File: config.mk
export PLATFORM = sky130hd
export DESIGN_NAME = div_counter
export DESIGN_NICKNAME = d
export VERILOG_FILES = /design/src/rtl/div_counter.sv
export VERILOG_INCLUDE_DIRS = /design/src /design/src/rtl
export SDC_FILE = /design/constraint.sdc
export NUM_CORES = 1
export LEC_CHECK = 0
export BUFFER_PORTS_ARGS = -buffer_cell sky130_fd_sc_hd__buf_2
export CAP_MARGIN = 15
export CORE_AREA = 2 2 39 41
export DETAILED_ROUTE_END_ITERATION = 8
export DIE_AREA = 0 0 41 43
export GPL_TIMING_DRIVEN = 0
export PLACE_DENSITY = 0.39
export SYNTH_ARGS = -nofsm -noshare
export SYNTH_HDL_FRONTEND = slang
export SYNTH_SLANG_ARGS = --single-unit
File: constraint.sdc
create_clock -name i_clk -period 2.45 [get_ports i_clk]
set_clock_uncertainty 0.1 [all_clocks]
set_input_delay 0.49 -clock i_clk [delete_from_list [all_inputs] [get_ports i_clk]]
set_output_delay 0.49 -clock i_clk [all_outputs]
set_load 0.02 [all_outputs]
File: src/rtl/exu_params.svh
// data width and divider iteration count; the divider needs EXU_DIV_STEPS equal to EXU_XLEN
`ifndef EXU_PARAMS_SVH
`define EXU_PARAMS_SVH

// integer register width
`define EXU_XLEN 64

// one quotient bit per iteration
`define EXU_DIV_STEPS 64

`endif

File: src/rtl/div_counter.sv
// counts enabled cycles from zero; o_last marks step EXU_DIV_STEPS, a power of two
`timescale 1ns/1ps
`include "exu_params.svh"

module div_counter (
  input  logic i_clk,
  input  logic i_rst_n,
  input  logic i_clear,
  input  logic i_en,
  output logic o_last
);

  localparam int CNT_W = $clog2(`EXU_DIV_STEPS);
  localparam logic [CNT_W-1:0] LAST_CNT = CNT_W'(`EXU_DIV_STEPS - 1);

  logic [CNT_W-1:0] count;

  always_ff @(posedge i_clk or negedge i_rst_n) begin
    if (!i_rst_n) begin
      count <= '0;
    end else if (i_clear) begin
      count <= '0;
    end else if (i_en) begin
      count <= count + 1'b1;
    end
  end

  assign o_last = (count == LAST_CNT);

endmodule

==> results.toml <==
[run_status]
status = "finished, final reports clean"

[yosys]
synthesis.instances = 28
ys_types = 13
syn_area_um2 = 282
yosys_warnings = 0
synth_fp_nets = 33
yosys-top-cells-area = "dfrtp_1, xor2_1, nor2_1"
synth_top_cell_area_share_pct = 53.3
synth_top_area_cell = "dfrtp_1"
syn_avg_cell_area_um2 = 10.1
synth_seq_cells = 6
async_flop_share_pct = 100
yosysSeqAreaShare_pct = 53.3
synth_commonest_cells = "dfrtp_1, nor2_1, xor2_1"
synth_edf_count = 0
synth_flop_cell = "dfrtp_1"

[global_routing]
grt-ovfl-total = 0
grt_pass1_vias = 224
track_usage_pct = 7.96
antenna_found_initial = 0
grt_max_degree = 7
grt_pass1_wl_um = 848

[power]
leakagePower_uw = 0.000159
p_per_area_nw_per_um2 = 608
switchingPower_uw = 46.5
sw_frac_of_total_pct = 21.9
p_int_uw = 166
p_comb_share_pct = 7.8
power_frac_seq_pct = 50.2
peakVddDrop_v = 0.000131
pwr-share-clk_pct = 42.1

[cells_and_area]
diodes = 0
syn2layout_area_growth_pct = 24.0
fillers = 160
drive_above_1_share_pct = 20.0
reg.largest.list = "count: 6 flops"
largest_register_ffs = 6
max_flop_register = "count"
fin_nets = 42

[timing]
fin_crit_sh_pct = 71.2
clock.fmax_ghz = 0.574
hold_slack_ps = 387
rsz0062_at_grt = "false"
maxSlewViolCount = 0
worstMarginPinSlew_ps = 135
finalHoldViolations = 0
relSlewSlack_pct = 90.8
tns_ps = 0
fin_crit_ps = 1740
setup_viol = 0

[clock_tree]
htree_num_levels = 1
cts.sinks = 6
cts_resized = 0
clk_path_buf_depth = 2
root_buffer = "clkbuf_4"
cts_setup_buffers = 0
hold_buffers = 1
cts_made_buffers = 3
worstSkewPairLatency_ps = 240
path_clk_slew_ps = 50
cts_tree = "yes"

[routing]
drt_first_pass_iters = 4
drt_iter0_drc = 3
wl_per_cell_um = 10.0
vias = 223
drc = 0
wl_um = 510
postRouteAntennaNets = 0
viasPerCell = 4.37

[die]
ios = 5
num_rows = 14
die_w_um = 41
initial_core_util_pct = 20.3
die_h_um = 43
die_area_um2 = 1760
coreArea_um2 = 1380

[setup_path]
critical_path.startpoint_type = "flop"
crit_path_end_kind = "output pin"
required_ps = 1860
ff2ff_setup_slack_ps = 1280
criticalPathCategory = "reg2out"
critPathMaxFanout = 4
worstPathArrival_ps = 1150

[placement]
place_congestion = 0.659
dp_hpwl_um = 396
io_buffers = 3

[hold_path]
hold_path_class = "in2reg"

[run]
maxCapViolCount = 0
[final cells by class]
type                    count  area (um^2)  share of cell area, %
repair buffers              4         25.0                   7.17
flip-flops and latches      6          150                   43.0
plain buffers               1         5.00                   1.43
multi-input cells          21          126                   36.2
clock buffers               3         22.5                   6.45
well taps                  16         20.0                   5.73
[worst paths after layout]
check,start,endpoint,cells after the start
max,count[0],o_last,4
min,i_clear,count[5],2
max reg2reg,count[0],count[4],4
min reg2reg,count[4],count[4],2
min in group asynchronous,i_rst_n,count[5],2
max in group asynchronous,i_rst_n,count[4],2
[metal layers]
layer	wire, um	global-route usage (%)	vias up
met5	0	0	-
met4	10	10.0	0
met3	32	3.14	2
met2	236	10.0	4
met1	231	8.44	109
li1	-	-	108
[cells in the final DEF (no fill, tap or decap)]
master,synthesis,routed
a21oi_1,1,1
dfrtp_1,6,6
ha_1,1,1
buf_2,1,4
xnor2_1,1,1
xor2_1,3,3
nand2_1,2,2
clkbuf_4,0,3
nor2_1,6,6
nand3_1,2,2
dlygate4sd3_1,0,1
nand4_1,2,2
o21ai_0,1,1
or3_1,1,1
mux2i_1,1,1
[worst max-delay path, stage by stage, from the launching register on]
cell and delay (ps):
dfrtp_1 390, ha_1 220, nand2_1 60, nor2_1 80
buf_2 160
[through the flow]
step	total power, uW	utilization [%]	instance area, um^2	worst slack, ps	cells
global route	224	25.2	349	631	51
finish	212	25.2	349	707	51
global placement	123	22.9	317	970	47
floorplan	117	-	282	967	28
detailed placement	124	22.9	317	960	47
CTS	220	25.2	349	689	51
[power by group through the flow]
stage | Clock [uW] | Combinational (uW) | Sequential, uW
finish | 89.3 | 16.5 | 107
floorplan | 0 | 9.32 | 107
CTS | 96.3 | 17.1 | 106
global route | 97.7 | 19.0 | 107
detailed placement | 0 | 15.7 | 108
global placement | 0 | 15.0 | 108
[cell families (layout without fill, tap and decap cells)]
kind of cell,Yosys count,in the layout,share of synthesized area [%]
AND/OR/NAND/NOR,13,13,20.9
flip-flops,6,6,53.3
XOR/XNOR,4,4,12.4
AO/OA/AOI/OAI,2,2,3.55
adder cells (fa/ha/maj),1,1,4.44
multiplexers,1,1,3.56
buffers and inverters,1,8,1.78
(Power assumes the default switching activity.)
