**config.mk**
```make
export PLATFORM = sky130hd
export DESIGN_NAME = div_datapath
export DESIGN_NICKNAME = d
export VERILOG_FILES = /design/src/rtl/exu_pkg.sv /design/src/rtl/div_datapath.sv
export VERILOG_INCLUDE_DIRS = /design/src /design/src/rtl
export SDC_FILE = /design/constraint.sdc
export NUM_CORES = 1
export LEC_CHECK = 0
export ABC_AREA = 0
export BUFFER_PORTS_ARGS = -buffer_cell sky130_fd_sc_hd__buf_2
export CAP_MARGIN = 10
export CORE_MARGIN = 2
export CORE_UTILIZATION = 55
export CTS_CLUSTER_DIAMETER = 100
export DETAILED_ROUTE_END_ITERATION = 10
export PLACE_DENSITY = 0.81
export SETUP_SLACK_MARGIN = 0.4
export SYNTH_ARGS = -nofsm -noshare
export SYNTH_HDL_FRONTEND = slang
export SYNTH_SLANG_ARGS = --single-unit
```
**constraint.sdc**
```tcl
create_clock -name i_clk -period 5.1 [get_ports i_clk]
set_clock_uncertainty 0.2 [all_clocks]
set_input_delay 0.51 -clock i_clk [delete_from_list [all_inputs] [get_ports i_clk]]
set_output_delay 0.51 -clock i_clk [all_outputs]
set_load 0.03 [all_outputs]
```
**src/rtl/exu_params.svh**
```systemverilog
// data width and divider iteration count; the divider needs EXU_DIV_STEPS equal to EXU_XLEN
`ifndef EXU_PARAMS_SVH
`define EXU_PARAMS_SVH

// integer register width
`define EXU_XLEN 64

// one quotient bit per iteration
`define EXU_DIV_STEPS 64

`endif

```
**src/rtl/exu_pkg.sv**
```systemverilog
// op codes follow the core's decoder encoding; codes outside the list are not decoded
package exu_pkg;

  typedef enum logic [4:0] {
    ALU_ADD    = 5'b00000,
    ALU_SUB    = 5'b00001,
    ALU_SLT    = 5'b00010,
    ALU_SLTU   = 5'b00011,
    ALU_XOR    = 5'b00100,
    ALU_AND    = 5'b00101,
    ALU_OR     = 5'b00110,
    ALU_SLL    = 5'b00111,
    ALU_SRL    = 5'b01000,
    ALU_SRA    = 5'b01001,
    ALU_MUL    = 5'b01010,
    ALU_DIV    = 5'b01011,
    ALU_DIVU   = 5'b01100,
    ALU_REM    = 5'b01101,
    ALU_REMU   = 5'b01110,
    ALU_COPY   = 5'b01111,
    ALU_MULH   = 5'b11001,
    ALU_MULHSU = 5'b11010,
    ALU_MULHU  = 5'b11011
  } alu_op_e;

  typedef enum logic [1:0] {
    DIV_IDLE   = 2'b00,
    DIV_LOAD   = 2'b01,
    DIV_RUN    = 2'b10,
    DIV_FINISH = 2'b11
  } div_state_e;

endpackage

```
**src/rtl/div_datapath.sv**
```systemverilog
// operands are sampled on i_load only; o_result is valid the cycle after i_finish
`timescale 1ns/1ps
`include "exu_params.svh"

module div_datapath (
  input  logic                 i_clk,
  input  logic                 i_rst_n,
  input  logic                 i_load,
  input  logic                 i_step,
  input  logic                 i_finish,
  input  exu_pkg::alu_op_e     i_op,
  input  logic                 i_word,
  input  logic [`EXU_XLEN-1:0] i_src_a,
  input  logic [`EXU_XLEN-1:0] i_src_b,
  output logic [`EXU_XLEN-1:0] o_result
);

  localparam int XLEN = `EXU_XLEN;

  logic            is_signed;
  logic [XLEN-1:0] a_cond;
  logic [XLEN-1:0] b_cond;
  logic            a_neg;
  logic            b_neg;
  logic [XLEN-1:0] min_val;

  logic [XLEN-1:0] divisor_r;
  logic [XLEN-1:0] dividend_r;
  logic [XLEN-1:0] part_rem;
  logic [XLEN-1:0] quot;
  logic            op_rem;
  logic            op_word;
  logic            neg_quot;
  logic            neg_rem;
  logic            div_zero;
  logic            div_ovf;

  logic [XLEN:0]   shifted;
  logic [XLEN+1:0] trial;
  logic [XLEN-1:0] q_out;
  logic [XLEN-1:0] r_out;
  logic [XLEN-1:0] res;

  assign is_signed = (i_op == exu_pkg::ALU_DIV) || (i_op == exu_pkg::ALU_REM);

  // word ops take the low word, extended by the op's signedness
  assign a_cond  = i_word ? {{(XLEN-32){is_signed & i_src_a[31]}}, i_src_a[31:0]} : i_src_a;
  assign b_cond  = i_word ? {{(XLEN-32){is_signed & i_src_b[31]}}, i_src_b[31:0]} : i_src_b;
  assign a_neg   = is_signed & a_cond[XLEN-1];
  assign b_neg   = is_signed & b_cond[XLEN-1];
  assign min_val = i_word ? {{(XLEN-31){1'b1}}, 31'b0} : {1'b1, {(XLEN-1){1'b0}}};

  assign shifted = {part_rem, quot[XLEN-1]};
  assign trial   = {1'b0, shifted} - {2'b0, divisor_r};

  always_ff @(posedge i_clk) begin
    if (i_load) begin
      divisor_r  <= b_neg ? -b_cond : b_cond;
      dividend_r <= a_cond;
      part_rem   <= '0;
      quot       <= a_neg ? -a_cond : a_cond;
      op_rem     <= (i_op == exu_pkg::ALU_REM) || (i_op == exu_pkg::ALU_REMU);
      op_word    <= i_word;
      neg_quot   <= a_neg ^ b_neg;
      neg_rem    <= a_neg;
      div_zero   <= (b_cond == '0);
      div_ovf    <= is_signed && (a_cond == min_val) && (b_cond == '1);
    end else if (i_step) begin
      // restore by keeping the shifted value when the trial goes negative
      if (!trial[XLEN+1]) begin
        part_rem <= trial[XLEN-1:0];
        quot     <= {quot[XLEN-2:0], 1'b1};
      end else begin
        part_rem <= shifted[XLEN-1:0];
        quot     <= {quot[XLEN-2:0], 1'b0};
      end
    end
  end

  always_comb begin
    if (div_zero) begin
      q_out = '1;
      r_out = dividend_r;
    end else if (div_ovf) begin
      q_out = dividend_r;
      r_out = '0;
    end else begin
      q_out = neg_quot ? -quot : quot;
      r_out = neg_rem ? -part_rem : part_rem;
    end
  end

  assign res = op_rem ? r_out : q_out;

  always_ff @(posedge i_clk or negedge i_rst_n) begin
    if (!i_rst_n) begin
      o_result <= '0;
    end else if (i_finish) begin
      o_result <= op_word ? {{(XLEN-32){res[31]}}, res[31:0]} : res;
    end
  end

endmodule

```
==> metrics.txt, run 1 <==
status=finished, final reports clean; most common cell after layout, fill and taps aside=nand2_1; CP max FO=5; Total Routed Length=83100 um; Final Core Density=63.1%; worst vdd ir=0.281 mV; Worst Reg-to-Reg Cells=10; Setup crit start kind=input pin; reg2reg setup slack=0.62 ns; top_reg_cell synth=edfxtp_1; post-synth cell types=81; Layout Nets=3218; Yosys reg bits=326; post-detail-place hpwl=61000 um; cells after synthesis=2868; die width=214 um; top cell family by delay on the critical path=simple AND/OR/NAND/NOR gates; crit end category=register; initial detailed-routing violation count=3065; via count=24000; final hold violation count=0; IO Count=203; antenna viol nets, final=0; Pwr Total=8.81 mW; Crit Reg-Reg Startpoint=part_rem[5]; ys async rst share=19.6%; grt total ovfl=0; Hold WS=0.0266 ns; Pleak=10.7 nW; max incr delay on CP=0.56 ns; Placeable Area=0.0433 mm2; RSZ-0062 raised after global routing=no; CP Data Required Time=5.23 ns; hold path start=i_src_a[7]; Critical Path AT=4.70 ns; vias per cell=6.61; Seq/Total Area, Yosys=36.5%; routed len/inst=22.9 um; Top cell by count, worst path=nor2_1; Num CTS Buffers=39; PortBufs=202; die area=0.0457 mm2; yosys warns=0; Slew HR=33.2%; CP cell instances=dlygate4sd3_1 -> buf_2 -> or4_1 -> nand4b_1 -> nor2_1 -> and3_1 -> o211ai_1 -> nor2_1 -> nand2_1 -> o21ai_0 -> xnor2_1 -> mux2_2; WHS Endpoint=dividend_r[7]; syn avg cell area=8.44 um2; Post-synth EDFFs=198; fin crit share=89.6%; GRT Util Overall=35.6%; Slowest-stage cell, CP=or4_1; Residual DRC=0; Crit Reg-Reg Endpoint=part_rem[55]; first-pass GRT wire length=126000 um; CP Buf/Inv Count=2; TritonCTS clock tree=done; syn nets=3077; PwrDens=323 mW/mm2; Die Ht=214 um; initial antenna violation count=0; RePlAce Congestion=0.967; post-CTS setup buffer count=0; Post-Syn Area=0.0242 mm2; ANT cells=0; CTS sink count=326; share of cells above drive strength 1=13.3%; Slew @ Worst Pin=0.989 ns; Slew Limit Fails=0; clock latency on the worst-skew pair=0.59 ns; Reg clk slew, reported paths=0.06 ns; CTS H-tree depth=2; WS Path Type=input pin to register; row count=76; max_cap viols=0; minimum clock period=4.57 ns; Syn-to-layout area delta=12.7%; HP Class=input pin to register; Max Fclk=219 MHz; # setup viols final=0; Clock Path Buffers=3; number of global-route vias before repair=22200; hold path depth=1; setup TNS=0 ns; commonest cells after routing, fill and taps aside=nand2_1, nor2_1, a21oi_1; clock root cell=clkbuf_16; drt first pass iters=9; largest net degree at the start of global routing=77; Initial Utilization=56.0%
## metrics by stage
step / instances / setup slack [ns] / cell area [um2]
finish: 3625 / 0.529 / 27300
global route: 3625 / 0.434 / 27300
CTS: 3624 / 0.425 / 27300
detailed placement: 3526 / 0.475 / 25700
global placement: 3526 / 0.563 / 25700
floorplan: 2868 / 1.22 / 24200
## flip-flops by register name (all words and copies together) (netlist names), 64 cells and up
| name | cells |
|---|---|
| dividend_r | 64 |
| divisor_r | 64 |
| o_result | 64 |
| part_rem | 64 |
| quot | 64 |
## routing by layer
layer / wire length [um] / up-vias / track usage (%)
met5: 0 / - / 0
met4: 4890 / 0 / 19.2
met3: 7590 / 282 / 5.58
met2: 37800 / 1456 / 56.4
met1: 32900 / 11300 / 46.9
li1: - / 10900 / -
## logic make-up after synthesis
family | share of synthesized area [%]
compound gates | 23.1
fa+ha+maj | 3.65
buf+inv | 5.01
flops | 36.5
xor+xnor | 10.5
mux | 2.13
simple gates | 19.1
## synth_stat cells (18+ instances only)
cell	n	area [um2]
a21o_1	44	330
a21oi_1	234	1170
a222oi_1	22	220
a311oi_1	44	385
a31oi_1	35	219
and3_1	19	119
clkbuf_1	167	627
dfrtp_1	64	1600
dfxtp_1	64	1280
edfxtp_1	198	5950
ha_1	69	863
inv_1	126	473
mux2_2	37	417
nand2_1	314	1180
nand2b_1	44	275
nand3_1	54	270
nand4_1	46	288
nor2_1	283	1060
nor3_1	52	260
nor4_1	47	294
o211ai_1	26	195
o21ai_0	154	771
o22ai_1	30	188
o31ai_1	53	398
o41ai_1	31	272
or2_2	18	113
or3_1	28	175
or4_1	32	240
xnor2_1	148	1300
xor2_1	143	1250
## where the power goes
group | internal (mW) | total (mW) | leakage (nW) | switching [mW]
clock | 1.64 | 2.86 | 0.647 | 1.22
combinational | 0.903 | 2.52 | 6.88 | 1.62
sequential | 3.11 | 3.43 | 3.21 | 0.318
total | 5.66 | 8.81 | 10.7 | 3.15
## worst max path at each step
stage           startpoint           end  cells past startpoint
2_1_floorplan  part_rem[5]  part_rem[19]                     14
3_3_place_gp   part_rem[5]  part_rem[40]                     12
3_5_place_dp   part_rem[5]  part_rem[40]                     12
4_1_cts        part_rem[5]  part_rem[40]                     12
5_1_grt        part_rem[5]  part_rem[10]                     11
6_report       i_src_a[16]      quot[48]                     12
## final cells by class
class | instances | area [um2]
inverters | 129 | 484
clock buffers | 46 | 1040
clock inverters | 26 | 265
fillers | 3748 | 16000
well taps | 585 | 732
repair buffers | 285 | 1740
multi-input cells | 2228 | 14200
flip-flops and latches | 326 | 8830
## timing repair
action,in CTS,in global routing
gates resized for setup,0,3
setup endpoints to repair,0,67
hold buffers,26,1
endpoints found under the hold margin,89,1
Power figures use the tool's default switching activity.
==> inputs of run 2 (changes only) <==
Settings changed: MAX_ROUTING_LAYER set to met4.
==> run 2 against run 1 <==
Cell area hardly changed. Die area stayed put. Sequential power hardly changed. Register-to-register slack worse by 0.07 ns. Fmax is 0.48% higher. Critical path depth is 2 lower. Via count is 0.81% higher. Largest power group unchanged. Cell count hardly changed. Sequential share of layout area hardly changed.
==> metrics.txt, run 2 (same netlist as run 1, synthesis figures left out) <==
Reg clk slew, reported paths=0.06 ns; Num CTS Buffers=38; Residual DRC=0; Layout Nets=3217; sequential cell area=0.00883 mm2; drt first pass iters=6; most common cell after layout, fill and taps aside=nand2_1; setup TNS=0 ns; pre-CTS setup slack=0.516 ns; Slew HR=29.7%; filler instances=3687; Syn-to-layout area delta=12.7%; row count=76; reg2reg setup slack=0.55 ns; CP Data Required Time=5.32 ns; final hold violation count=0; fin worst setup slack=0.551 ns; Crit Reg-Reg Startpoint=part_rem[8]; number of global-route vias before repair=21900; die width=214 um; CP Buf/Inv Count=0; Pleak=10.7 nW; IO Count=203; TritonCTS clock tree=done; max incr delay on CP=0.68 ns; CP cell instances=or4_4 -> or4_1 -> or4_4 -> o31ai_1 -> xor2_1 -> o21ai_1 -> a21oi_1 -> nand2b_1 -> or2_2 -> o221ai_1; CP max FO=21; status=finished, final reports clean; max_cap viols=0; top cell family by delay on the critical path=simple AND/OR/NAND/NOR gates; fin crit share=89.2%; PwrDens=322 mW/mm2; CTS H-tree depth=2; footprint of the multi-input gates=0.0142 mm2; vias per cell=6.67; Finished Layout Cells=3623; minimum clock period=4.55 ns; Slew Limit Fails=0; antenna viol nets, final=0; Hold WS=0.0289 ns; Total Routed Length=82700 um; via count=24200; Critical Path AT=4.77 ns; WS Path Type=register to register; Pwr Total=8.79 mW; PortBufs=202; WHS Endpoint=dividend_r[7]; hold path start=i_src_a[7]; hold path depth=1; fin area=0.0273 mm2; Clock Path Buffers=3; Slowest-stage cell, CP=or4_4; clock root cell=clkbuf_16; routed len/inst=22.8 um; # setup viols final=0; Initial Utilization=56.0%; die area=0.0457 mm2; largest net degree at the start of global routing=103; placed insts=3528; grt total ovfl=0; initial antenna violation count=1; Die Ht=214 um; Placeable Area=0.0433 mm2; HP Class=input pin to register; placed inst area=0.0257 mm2; Max Fclk=220 MHz; share of cells above drive strength 1=13.2%; clock latency on the worst-skew pair=0.59 ns; GRT Util Overall=36.5%; commonest cells after routing, fill and taps aside=nand2_1, nor2_1, a21oi_1; Top cell by count, worst path=or4_4; CTS sink count=326; post-detail-place hpwl=60700 um; worst vdd ir=0.293 mV; Slew @ Worst Pin=1.04 ns; initial detailed-routing violation count=2912; Setup crit start kind=register; Final Core Density=63.1%; RePlAce Congestion=0.981; first-pass GRT wire length=126000 um; crit end category=register; post-CTS setup buffer count=0; Crit Reg-Reg Endpoint=o_result[36]; RSZ-0062 raised after global routing=no; Worst Reg-to-Reg Cells=10
==> run 2: worst max-delay path by stage <==
stage	depth (start not counted)	to	from
2_1_floorplan	14	part_rem[19]	part_rem[5]
3_3_place_gp	12	part_rem[40]	part_rem[5]
3_5_place_dp	12	part_rem[40]	part_rem[5]
4_1_cts	11	part_rem[1]	part_rem[5]
5_1_grt	10	o_result[36]	part_rem[8]
6_report	10	o_result[36]	part_rem[8]
==> run 2: layout make-up <==
cell class | count | area share (%)
sequential | 326 | 32.3
timing repair buffer | 285 | 6.40
clock inverter | 20 | 0.761
tap | 585 | 2.68
multi-input combinational | 2228 | 52.1
clock buffer | 49 | 3.94
antenna | 1 | 0.00917
inverter | 129 | 1.77
==> run 2: worst reg2reg max path, cell delays in order (launching register included) <==
cell	delay (ns)
dfxtp_1	0.42
or4_4	0.60
or4_1	0.65
or4_4	0.68
o31ai_1	0.30
xor2_1	0.18
o21ai_1	0.08
a21oi_1	0.23
nand2b_1	0.34
or2_2	0.51
o221ai_1	0.21
==> run 2: power by group <==
part / switching (mW) / internal (mW) / total, mW
registers: 0.313 / 3.11 / 3.43
clock network: 1.18 / 1.66 / 2.83
logic: 1.62 / 0.903 / 2.52
==> run 2: per-layer routing <==
| layer | GRT usage (%) | share of wire (%) |
|---|---|---|
| met5 | - | 0 |
| met1 | 47.6 | 40 |
| met4 | 16.2 | 4.9 |
| met3 | 5.46 | 9.3 |
| met2 | 56.6 | 46 |
==> run 2: what timing repair did <==
item                                    CTS  global route
endpoints found under the setup margin    0            66
hold buffers                             25             0
endpoints found under the hold margin    86             0
resized for setup                         0             4
