### src/rtl/exu_params.svh
// data width and divider iteration count; the divider needs EXU_DIV_STEPS equal to EXU_XLEN
`ifndef EXU_PARAMS_SVH
`define EXU_PARAMS_SVH

// integer register width
`define EXU_XLEN 64

// one quotient bit per iteration
`define EXU_DIV_STEPS 64

`endif

### src/rtl/exu_pkg.sv
// op codes follow the core's decoder encoding; codes outside the list are not decoded
package exu_pkg;

  typedef enum logic [4:0] {
    ALU_ADD    = 5'b00000,
    ALU_SUB    = 5'b00001,
    ALU_SLT    = 5'b00010,
    ALU_SLTU   = 5'b00011,
    ALU_XOR    = 5'b00100,
    ALU_AND    = 5'b00101,
    ALU_OR     = 5'b00110,
    ALU_SLL    = 5'b00111,
    ALU_SRL    = 5'b01000,
    ALU_SRA    = 5'b01001,
    ALU_MUL    = 5'b01010,
    ALU_DIV    = 5'b01011,
    ALU_DIVU   = 5'b01100,
    ALU_REM    = 5'b01101,
    ALU_REMU   = 5'b01110,
    ALU_COPY   = 5'b01111,
    ALU_MULH   = 5'b11001,
    ALU_MULHSU = 5'b11010,
    ALU_MULHU  = 5'b11011
  } alu_op_e;

  typedef enum logic [1:0] {
    DIV_IDLE   = 2'b00,
    DIV_LOAD   = 2'b01,
    DIV_RUN    = 2'b10,
    DIV_FINISH = 2'b11
  } div_state_e;

endpackage

### src/rtl/div_fsm.sv
// accepts an op only when idle; i_valid during a divide is dropped and no result valid is held
`timescale 1ns/1ps

module div_fsm (
  input  logic             i_clk,
  input  logic             i_rst_n,
  input  logic             i_valid,
  input  exu_pkg::alu_op_e i_op,
  input  logic             i_last,
  output logic             o_alu_load,
  output logic             o_div_load,
  output logic             o_div_step,
  output logic             o_div_finish,
  output logic             o_busy,
  output logic             o_valid,
  output logic             o_sel_div
);

  exu_pkg::div_state_e state;
  exu_pkg::div_state_e state_nxt;
  logic                is_div;
  logic                accept;

  always_comb begin
    case (i_op)
      exu_pkg::ALU_DIV, exu_pkg::ALU_DIVU, exu_pkg::ALU_REM, exu_pkg::ALU_REMU: is_div = 1'b1;
      default: is_div = 1'b0;
    endcase
  end

  assign accept       = i_valid && (state == exu_pkg::DIV_IDLE);
  assign o_alu_load   = accept && !is_div;
  assign o_div_load   = accept && is_div;
  assign o_div_step   = (state == exu_pkg::DIV_RUN);
  assign o_div_finish = (state == exu_pkg::DIV_FINISH);
  assign o_busy       = (state != exu_pkg::DIV_IDLE);

  always_comb begin
    state_nxt = state;
    case (state)
      exu_pkg::DIV_IDLE:   if (o_div_load) state_nxt = exu_pkg::DIV_LOAD;
      exu_pkg::DIV_LOAD:   state_nxt = exu_pkg::DIV_RUN;
      exu_pkg::DIV_RUN:    if (i_last) state_nxt = exu_pkg::DIV_FINISH;
      exu_pkg::DIV_FINISH: state_nxt = exu_pkg::DIV_IDLE;
      default:             state_nxt = exu_pkg::DIV_IDLE;
    endcase
  end

  always_ff @(posedge i_clk or negedge i_rst_n) begin
    if (!i_rst_n) begin
      state     <= exu_pkg::DIV_IDLE;
      o_valid   <= 1'b0;
      o_sel_div <= 1'b0;
    end else begin
      state   <= state_nxt;
      o_valid <= o_alu_load || o_div_finish;
      // select follows the last accepted op
      if (accept) begin
        o_sel_div <= is_div;
      end
    end
  end

endmodule

### config.mk
export PLATFORM = sky130hd
export DESIGN_NAME = div_fsm
export DESIGN_NICKNAME = d
export VERILOG_FILES = /design/src/rtl/exu_params.svh /design/src/rtl/exu_pkg.sv /design/src/rtl/div_fsm.sv
export SDC_FILE = /design/constraint.sdc
export NUM_CORES = 1
export LEC_CHECK = 0
export ABC_CLOCK_PERIOD_IN_PS = 3190
export BUFFER_PORTS_ARGS = -buffer_cell sky130_fd_sc_hd__buf_4
export CAP_MARGIN = 20
export CELL_PAD_IN_SITES_DETAIL_PLACEMENT = 0
export CELL_PAD_IN_SITES_GLOBAL_PLACEMENT = 1
export CORE_AREA = 2 2 39 41
export DETAILED_ROUTE_END_ITERATION = 8
export DIE_AREA = 0 0 41 43
export GPL_TIMING_DRIVEN = 0
export PLACE_DENSITY_LB_ADDON = 0.1
export SYNTH_ARGS = -nofsm -noshare
export SYNTH_HDL_FRONTEND = slang
export SYNTH_SLANG_ARGS = --single-unit
### constraint.sdc
create_clock -name i_clk -period 3.19 [get_ports i_clk]
set_input_delay 0.1595 -clock i_clk [delete_from_list [all_inputs] [get_ports i_clk]]
set_output_delay 0.1595 -clock i_clk [all_outputs]
set_load 0.05 [all_outputs]
==> results of run 1 <==
==> cells by family (layout without fill, tap and decap cells) <==
group           Yosys count  count (layout)  share of synthesized area
simple gates              8               8                      0.192
compound gates            6               6                      0.138
buf+inv                   4              23                     0.0536
mux                       2               2                     0.0804
fa+ha+maj                 4               4                      0.179
flops                     4               4                      0.357
==> state kept, by name (all words and copies together) (netlist names) <==
name,flops
o_sel_div,1
o_valid,1
state,2
==> per-layer routing <==
layer	routed length [um]	vias to the layer above	share of wire	GRT usage
li1	-	135	-	-
met1	246	122	0.37	0.0874
met2	328	12	0.49	0.153
met3	77	2	0.12	0.0785
met4	13	0	0.020	0.0600
met5	0	-	0	0
==> repair_timing <==
action,CTS,global route
hold buffers,1,0
resized for setup,0,0
hold endpoints to repair,4,0
==> cell usage after synthesis, drive strengths merged <==
cell	number
nand2	1
and3b	2
a21oi	2
o32a	1
mux2	2
o21ai	1
nor2b	1
or2	2
a31oi	1
dfrtp	4
and3	2
a21boi	1
inv	4
ha	4
==> power by group through the flow <==
stage               sequential [uW]  combinational, uW  clock (uW)
finish                         93.0                305        62.9
floorplan                       131                190           0
global placement               93.0                306           0
CTS                            93.1                312        66.8
detailed placement             93.9                310           0
global route                   97.2                333        75.4
==> critical path, stage by stage (launching register included) <==
cell	delay (ps)
dfrtp_1	390
inv_1	110
ha_1	220
nand2_1	90
a31oi_1	220
buf_4	240
==> worst paths after layout <==
kind / start / endpoint / slack (ps) / cells after the start
worst min register to register: o_sel_div / o_sel_div / 500 / 1
worst max register to register: state[0] / state[1] / 1730 / 5
max in group asynchronous: i_rst_n / state[1] / 2830 / 2
worst max-delay path: state[0] / o_alu_load / 1520 / 5
min in group i_clk: i_valid / o_sel_div / 300 / 3
worst min-delay path: i_rst_n / o_valid / 260 / 2
==> layout make-up <==
class | count | share of cell area
Clock buffer | 3 | 0.0506
Inverter | 4 | 0.0337
Multi-Input combinational cell | 20 | 0.371
Sequential cell | 4 | 0.225
Tap cell | 16 | 0.0449
Timing Repair Buffer | 16 | 0.275
==> metrics by stage <==
stage,power (uW),cell area [sq um]
CTS,472,445
global placement,399,413
finish,461,445
floorplan,321,280
global route,505,445
detailed placement,404,413
==> impl_metrics.env, run 1 <==
export IMPL_cts_sinks=4
export IMPL_cp_start_kind="register"
export IMPL_grt_overflow_total=0
export IMPL_layout_drive_gt1_share=0.468
export IMPL_cts_max_path_buffers=2
export IMPL_cts_max_level=1
export IMPL_setup_ws_ps=1520
export IMPL_worst_hold_slack_ps=259
export IMPL_via_per_inst=4.30
export IMPL_power_frac_seq=0.202
export IMPL_worst_path_max_fanout=4
export IMPL_ys_top_cells_by_area="dfrtp_1 (36%), ha_1 (18%), mux2_2 (8.0%), and3b_1 (6.3%), inv_1 (5.4%)"
export IMPL_post_drt_wl_per_cell_um=10.6
export IMPL_pin_count=16
export IMPL_synth_top_area_share=0.357
export IMPL_post_route_drc_count=0
export IMPL_endpoint_kind="primary output"
export IMPL_switchingPower_uw=231
export IMPL_rsz0062_at_grt="false"
export IMPL_crit_required_ps=3030
export IMPL_regArea_sq_um=100
export IMPL_area_growth_pct=58.9
export IMPL_post_place_ws_ps=1720
export IMPL_worst_pin_slew_ps=225
export IMPL_syn_num_nets=41
export IMPL_grt_pass1_wl_um=1100
export IMPL_comb_power_share=0.662
export IMPL_yosysTopAreaCell="dfrtp_1"
export IMPL_nets=62
export IMPL_drtAntennaViolNets=0
export IMPL_drv_cap=0
export IMPL_fmax_mhz=600
export IMPL_layout_commonest_cell="buf_4"
export IMPL_yosysWarningCount=0
export IMPL_io_buffer_count=15
export IMPL_ys_seq_area_frac=0.357
export IMPL_rows=14
export IMPL_swShare=0.501
export IMPL_num_antenna_cells=0
export IMPL_grt_max_degree=5
export IMPL_clkPwrFrac=0.136
export IMPL_cts_tree="built"
export IMPL_final_max_slew_viol_count=0
export IMPL_clk_latency_ps=240
export IMPL_fin_skew_ps=2.45
export IMPL_final_util=0.322
export IMPL_cts_root_buf="clkbuf_4"
export IMPL_place_hpwl_um=542
export IMPL_routed_wl_um=665
export IMPL_antenna_found_initial=0
export IMPL_grt_pass1_vias=289
export IMPL_hold_viol=0
export IMPL_p_per_area_nw_per_um2=1040
export IMPL_ys_ff_latch=4
export IMPL_multi_input_area_sq_um=165
export IMPL_core_area_sq_um=1380
export IMPL_min_path_type="in2async"
export IMPL_fillCellCount=150
export IMPL_status="finished, final reports clean"
export IMPL_synth_cell_type_count=16
export IMPL_dr_pass1_iters=1
export IMPL_fin_crit_sh=0.523
export IMPL_setup_viol=0
export IMPL_cts_setup_buffers=0
export IMPL_place_gp_congestion=0.629
export IMPL_layout_common_cells="buf_4 (15), inv_1 (4), ha_1 (4), dfrtp_1 (4), clkbuf_4 (3)"
export IMPL_drt_iter0_drc=0
export IMPL_die_height_um=43
export IMPL_fp_dieW_um=41
export IMPL_numCtsBuffers=3
export IMPL_netlist_area_sq_um=280
export IMPL_critPathKind="reg2out"
export IMPL_leakage_uw=0.000248
export IMPL_max_vdd_ir_drop_mv=0.360
export IMPL_setup_tns_ps=0
export IMPL_period_minus_slack_ps=1670
export IMPL_finalNonFillerCells=63
export IMPL_start_util=0.203
export IMPL_route_vias_total=271
export IMPL_p_int_uw=230
export IMPL_die_area_sq_um=1760
export IMPL_clk_pin_slew_ps=40
export IMPL_relSlewSlack=0.849
export IMPL_place_inst=59
export IMPL_cp_arrival_ps=1510
export IMPL_syn_area_per_cell_sq_um=10.0
export IMPL_grt_usage=0.101
export IMPL_synth_cells=28
Power figures use the tool's default switching activity.
==> inputs of run 2 (changes only) <==
Settings changed: ABC_CLOCK_PERIOD_IN_PS 3190 to 1600.
Clock period 3.19 ns to 1.6 ns, I/O delays scaled along.
==> run 2 against run 1 <==
Routed wire length down 0.60%. Total power is 100% higher. Flip-flop and latch count is the same. Critical path depth is the same. Critical path type unchanged. Highest routed layer is now met3.
==> impl_metrics.env, run 2 (synthesis gave the netlist of run 1 again) <==
export IMPL_dr_pass1_iters=3
export IMPL_post_route_drc_count=0
export IMPL_max_stage_delay_ps=390
export IMPL_cp_slowest_cell="dfrtp_1"
export IMPL_grt_max_degree=5
export IMPL_die_area_sq_um=1760
export IMPL_rows=14
export IMPL_crit_family="flip-flops"
export IMPL_leakage_uw=0.000246
export IMPL_worst_pin_slew_ps=204
export IMPL_post_drt_wl_per_cell_um=10.5
export IMPL_via_per_inst=4.38
export IMPL_reg_top3="state: 2 flops, o_sel_div: 1 flops, o_valid: 1 flops"
export IMPL_routed_wl_um=661
export IMPL_swShare=0.500
export IMPL_num_antenna_cells=0
export IMPL_die_height_um=43
export IMPL_crit_required_ps=1520
export IMPL_fmax_mhz=671
export IMPL_hold_viol=0
export IMPL_cts_tree="built"
export IMPL_rsz0062_at_grt="false"
export IMPL_fp_dieW_um=41
export IMPL_grt_pass1_vias=264
export IMPL_place_inst=59
export IMPL_top_register="state"
export IMPL_endpoint_kind="primary output"
export IMPL_path_depth=5
export IMPL_setup_tns_ps=0
export IMPL_power_frac_seq=0.201
export IMPL_layout_drive_gt1_share=0.532
export IMPL_largest_reg_flops=2
export IMPL_fin_skew_ps=0.797
export IMPL_layout_common_cells="buf_4 (14), inv_1 (4), dfrtp_1 (4)"
export IMPL_reg2reg_from="state[0]"
export IMPL_setup_ws_ps=109
export IMPL_area_growth_pct=64.3
export IMPL_fillCellCount=152
export IMPL_clkPwrFrac=0.127
export IMPL_grt_usage=0.0865
export IMPL_path_buf_inv=2
export IMPL_place_hpwl_um=562
export IMPL_core_area_sq_um=1380
export IMPL_switchingPower_uw=472
export IMPL_drv_cap=0
export IMPL_r2r_end="state[1]"
export IMPL_layout_commonest_cell="buf_4"
export IMPL_cp_arrival_ps=1410
export IMPL_setup_viol=0
export IMPL_r2r_slack_ps=150
export IMPL_status="finished, final reports clean"
export IMPL_pin_count=16
export IMPL_finalNonFillerCells=63
export IMPL_fin_crit_sh=0.932
export IMPL_critPathKind="reg2out"
export IMPL_cts_max_level=1
export IMPL_cts_sinks=4
export IMPL_p_int_uw=472
export IMPL_antenna_found_initial=0
export IMPL_p_per_area_nw_per_um2=2050
export IMPL_worst_hold_slack_ps=187
export IMPL_cp_start_kind="register"
export IMPL_cts_setup_buffers=0
export IMPL_route_vias_total=276
export IMPL_grt_pass1_wl_um=1080
export IMPL_reg2reg_depth=5
export IMPL_cp_cell_sequence="inv_1, ha_2, nand2_1, a31oi_2, buf_6"
export IMPL_place_gp_congestion=0.728
export IMPL_nets=62
export IMPL_grt_overflow_total=0
export IMPL_numCtsBuffers=3
export IMPL_period_minus_slack_ps=1490
export IMPL_cts_max_path_buffers=2
export IMPL_final_util=0.333
export IMPL_clk_pin_slew_ps=40
export IMPL_worst_path_max_fanout=4
export IMPL_io_buffer_count=15
export IMPL_drtAntennaViolNets=0
export IMPL_start_util=0.203
export IMPL_max_vdd_ir_drop_mv=0.681
export IMPL_min_path_type="in2async"
export IMPL_comb_power_share=0.671
export IMPL_drt_iter0_drc=2
export IMPL_relSlewSlack=0.863
export IMPL_final_max_slew_viol_count=0
export IMPL_clk_latency_ps=230
export IMPL_cts_root_buf="clkbuf_4"
export IMPL_post_place_ws_ps=161
run 2: cell count changes in the layout (fill, tap and decap cells not counted):
cell	previous run	this run
ha_1	4	2
a31oi_1	1	0
ha_2	0	2
buf_4	15	14
buf_6	0	1
a31oi_2	0	1
run 2: routing by layer:
metal	vias up	GRT usage	part of all wire	routed length, um
li1	136	-	-	-
met1	132	0.107	0.41	271
met2	8	0.147	0.54	358
met3	0	0	0.047	31
met4	0	0.0400	0	0
met5	-	0	0	0
run 2: worst reg2reg max path, delay by kind of cell, from the launching register on:
family          cells  cell delay [ps]
flops               1              370
mux                 1              360
fa+ha+maj           1              200
compound gates      1              180
simple gates        1              120
buf+inv             1               90
run 2: worst max path at each step:
stage,endpoint,startpoint,slack (ps)
detailed placement,state[1],state[0],160
finish,o_alu_load,state[0],110
global placement,state[1],state[0],180
CTS,o_alu_load,state[0],40
global route,o_alu_load,state[0],9
floorplan,o_valid,state[0],30
run 2: through the flow:
step | area (sq um) | power [uW]
floorplan | 289 | 650
global placement | 422 | 805
detailed placement | 422 | 817
CTS | 454 | 949
global route | 460 | 1020
finish | 460 | 944
run 2: area by class of cell:
cell class	instances	area (sq um)	area share
timing repair buffer	16	126	0.274
sequential	4	100	0.217
clock buffer	3	22.5	0.0489
multi-input combinational	20	176	0.383
inverter	4	15.0	0.0326
tap	16	20.0	0.0435
run 2: power by group through the flow:
stage                     logic (uW)  registers, uW  clock network, uW
after floorplan                  388            263                  0
after CTS                        632            191                126
final                            633            190                120
after detailed placement         624            193                  0
after global routing             691            197                129
after global placement           617            188                  0
run 2: repair_timing:
action,CTS,global route
hold endpoints to repair,4,0
endpoints found under the setup margin,0,1
gates resized for setup,0,2
hold buffers,1,0
==> inputs of run 3 (changes only) <==
Settings changed: PLACE_DENSITY_LB_ADDON 0.1 to 0.2, REMOVE_ABC_BUFFERS set to 1.
==> run 3 against run 2 <==
Via count rose by 2.5%. Setup slack got worse by 23 ps. Cell count did not move. First-iteration DRC count fell by 100%. Sequential power fell by 2%. Routed wire length rose by 2.9%. Critical endpoint unchanged.
==> impl_metrics.env, run 3 (synthesis gave the netlist of run 1 again) <==
export IMPL_status="finished, final reports clean"
export IMPL_stdcell_area_sq_um=458
export IMPL_die_height_um=43
export IMPL_hold_viol=0
export IMPL_clkPwrFrac=0.142
export IMPL_place_gp_congestion=0.702
export IMPL_layout_common_cells="buf_4 (14), inv_1 (4), dfrtp_1 (4)"
export IMPL_worst_hold_slack_ps=170
export IMPL_regArea_sq_um=100
export IMPL_reg_top3="state: 2 flops, o_sel_div: 1 flops, o_valid: 1 flops"
export IMPL_via_per_inst=4.49
export IMPL_num_antenna_cells=0
export IMPL_gr_usage_met2=0.128
export IMPL_nets=62
export IMPL_layout_commonest_cell="buf_4"
export IMPL_period_minus_slack_ps=1510
export IMPL_place_hpwl_um=533
export IMPL_grt_usage=0.0905
export IMPL_worst_pin_slew_ps=211
export IMPL_drv_cap=0
export IMPL_fin_skew_ps=4.19
export IMPL_fmax_mhz=661
export IMPL_cts_sinks=4
export IMPL_fin_crit_sh=0.946
export IMPL_fillCellCount=145
export IMPL_cts_tree="built"
export IMPL_relSlewSlack=0.859
export IMPL_cp_arrival_ps=1430
export IMPL_numCtsBuffers=3
export IMPL_max_vdd_ir_drop_mv=0.638
export IMPL_drt_iter0_drc=0
export IMPL_rows=14
export IMPL_critPathKind="reg2out"
export IMPL_power_frac_seq=0.197
export IMPL_met3_usage=0.0157
export IMPL_power_uw=946
export IMPL_core_area_sq_um=1380
export IMPL_top_usage_layer="met2"
export IMPL_leakage_uw=0.000247
export IMPL_post_route_drc_count=0
export IMPL_largest_reg_flops=2
export IMPL_routed_wl_um=680
export IMPL_cts_root_buf="clkbuf_4"
export IMPL_post_drt_wl_per_cell_um=10.8
export IMPL_switchingPower_uw=476
export IMPL_die_area_sq_um=1760
export IMPL_start_util=0.203
export IMPL_layout_drive_gt1_share=0.511
export IMPL_grt_max_degree=5
export IMPL_placed_area_sq_um=413
export IMPL_met1_usage=0.100
export IMPL_clk_latency_ps=240
export IMPL_io_buffer_count=15
export IMPL_post_place_ws_ps=128
export IMPL_area_growth_pct=63.4
export IMPL_route_vias_total=283
export IMPL_multi_input_area_sq_um=174
export IMPL_endpoint_kind="primary output"
export IMPL_pin_count=16
export IMPL_dr_pass1_iters=1
export IMPL_grt_pass1_wl_um=1030
export IMPL_top_register="state"
export IMPL_cp_start_kind="register"
export IMPL_comb_power_share=0.661
export IMPL_fp_dieW_um=41
export IMPL_min_path_type="in2async"
export IMPL_worst_path_max_fanout=4
export IMPL_cts_max_path_buffers=2
export IMPL_cts_max_level=1
export IMPL_grt_pass1_vias=262
export IMPL_setup_viol=0
export IMPL_antenna_found_initial=0
export IMPL_final_max_slew_viol_count=0
export IMPL_p_int_uw=470
export IMPL_grt_overflow_total=0
export IMPL_setup_ws_ps=86.5
export IMPL_p_per_area_nw_per_um2=2070
export IMPL_clk_pin_slew_ps=40
export IMPL_swShare=0.503
export IMPL_drtAntennaViolNets=0
export IMPL_crit_required_ps=1520
run 3: final timing paths:
kind | slack, ps | to | from | cells after the start
setup / recovery | 90 | o_alu_load | state[0] | 5
hold / removal | 170 | o_sel_div | i_rst_n | 2
setup reg to reg | 120 | state[1] | state[0] | 5
hold reg to reg | 510 | o_sel_div | o_sel_div | 1
max in group asynchronous | 1320 | o_valid | i_rst_n | 2
min in group i_clk | 240 | o_sel_div | i_valid | 3
run 3: cell type report:
cell class / count / share of cell area
flip-flops and latches: 4 / 0.219
inverters: 4 / 0.0328
clock buffers: 3 / 0.0492
well taps: 16 / 0.0437
multi-input cells: 20 / 0.380
repair buffers: 16 / 0.276
run 3: critical path, stage by stage (launching register included):
cell and delay (ps):
dfrtp_1 390, inv_1 110, ha_2 210, nand2_1 90
a31oi_2 200, buf_6 190
run 3: routing by layer:
layer / part of all wire / vias up / wire length (um)
met5: 0 / - / 0
met4: 0.021 / 0 / 14
met3: 0.075 / 2 / 51
met2: 0.51 / 11 / 348
met1: 0.39 / 134 / 266
li1: - / 136 / -
run 3: metrics by stage:
step           TNS [ps]  utilization  instances
6_report              0        0.331         63
5_1_grt           -12.9        0.331         63
4_1_cts               0        0.322         63
3_5_place_dp          0        0.298         59
3_3_place_gp          0        0.298         59
2_1_floorplan      -355            -         28
run 3: power by group through the flow:
stage               Clock (uW)  Combinational [uW]  Sequential [uW]
floorplan                    0                 379              262
global placement             0                 605              185
detailed placement           0                 615              187
CTS                        139                 618              186
global route               145                 679              191
finish                     135                 625              186
run 3: repair_timing:
action                                 4_1_cts  5_1_grt
endpoints found under the hold margin        4        0
hold buffers                                 1        0
setup buffers                                0        0
setup endpoints to repair                    0        1
resized for setup                            0        3
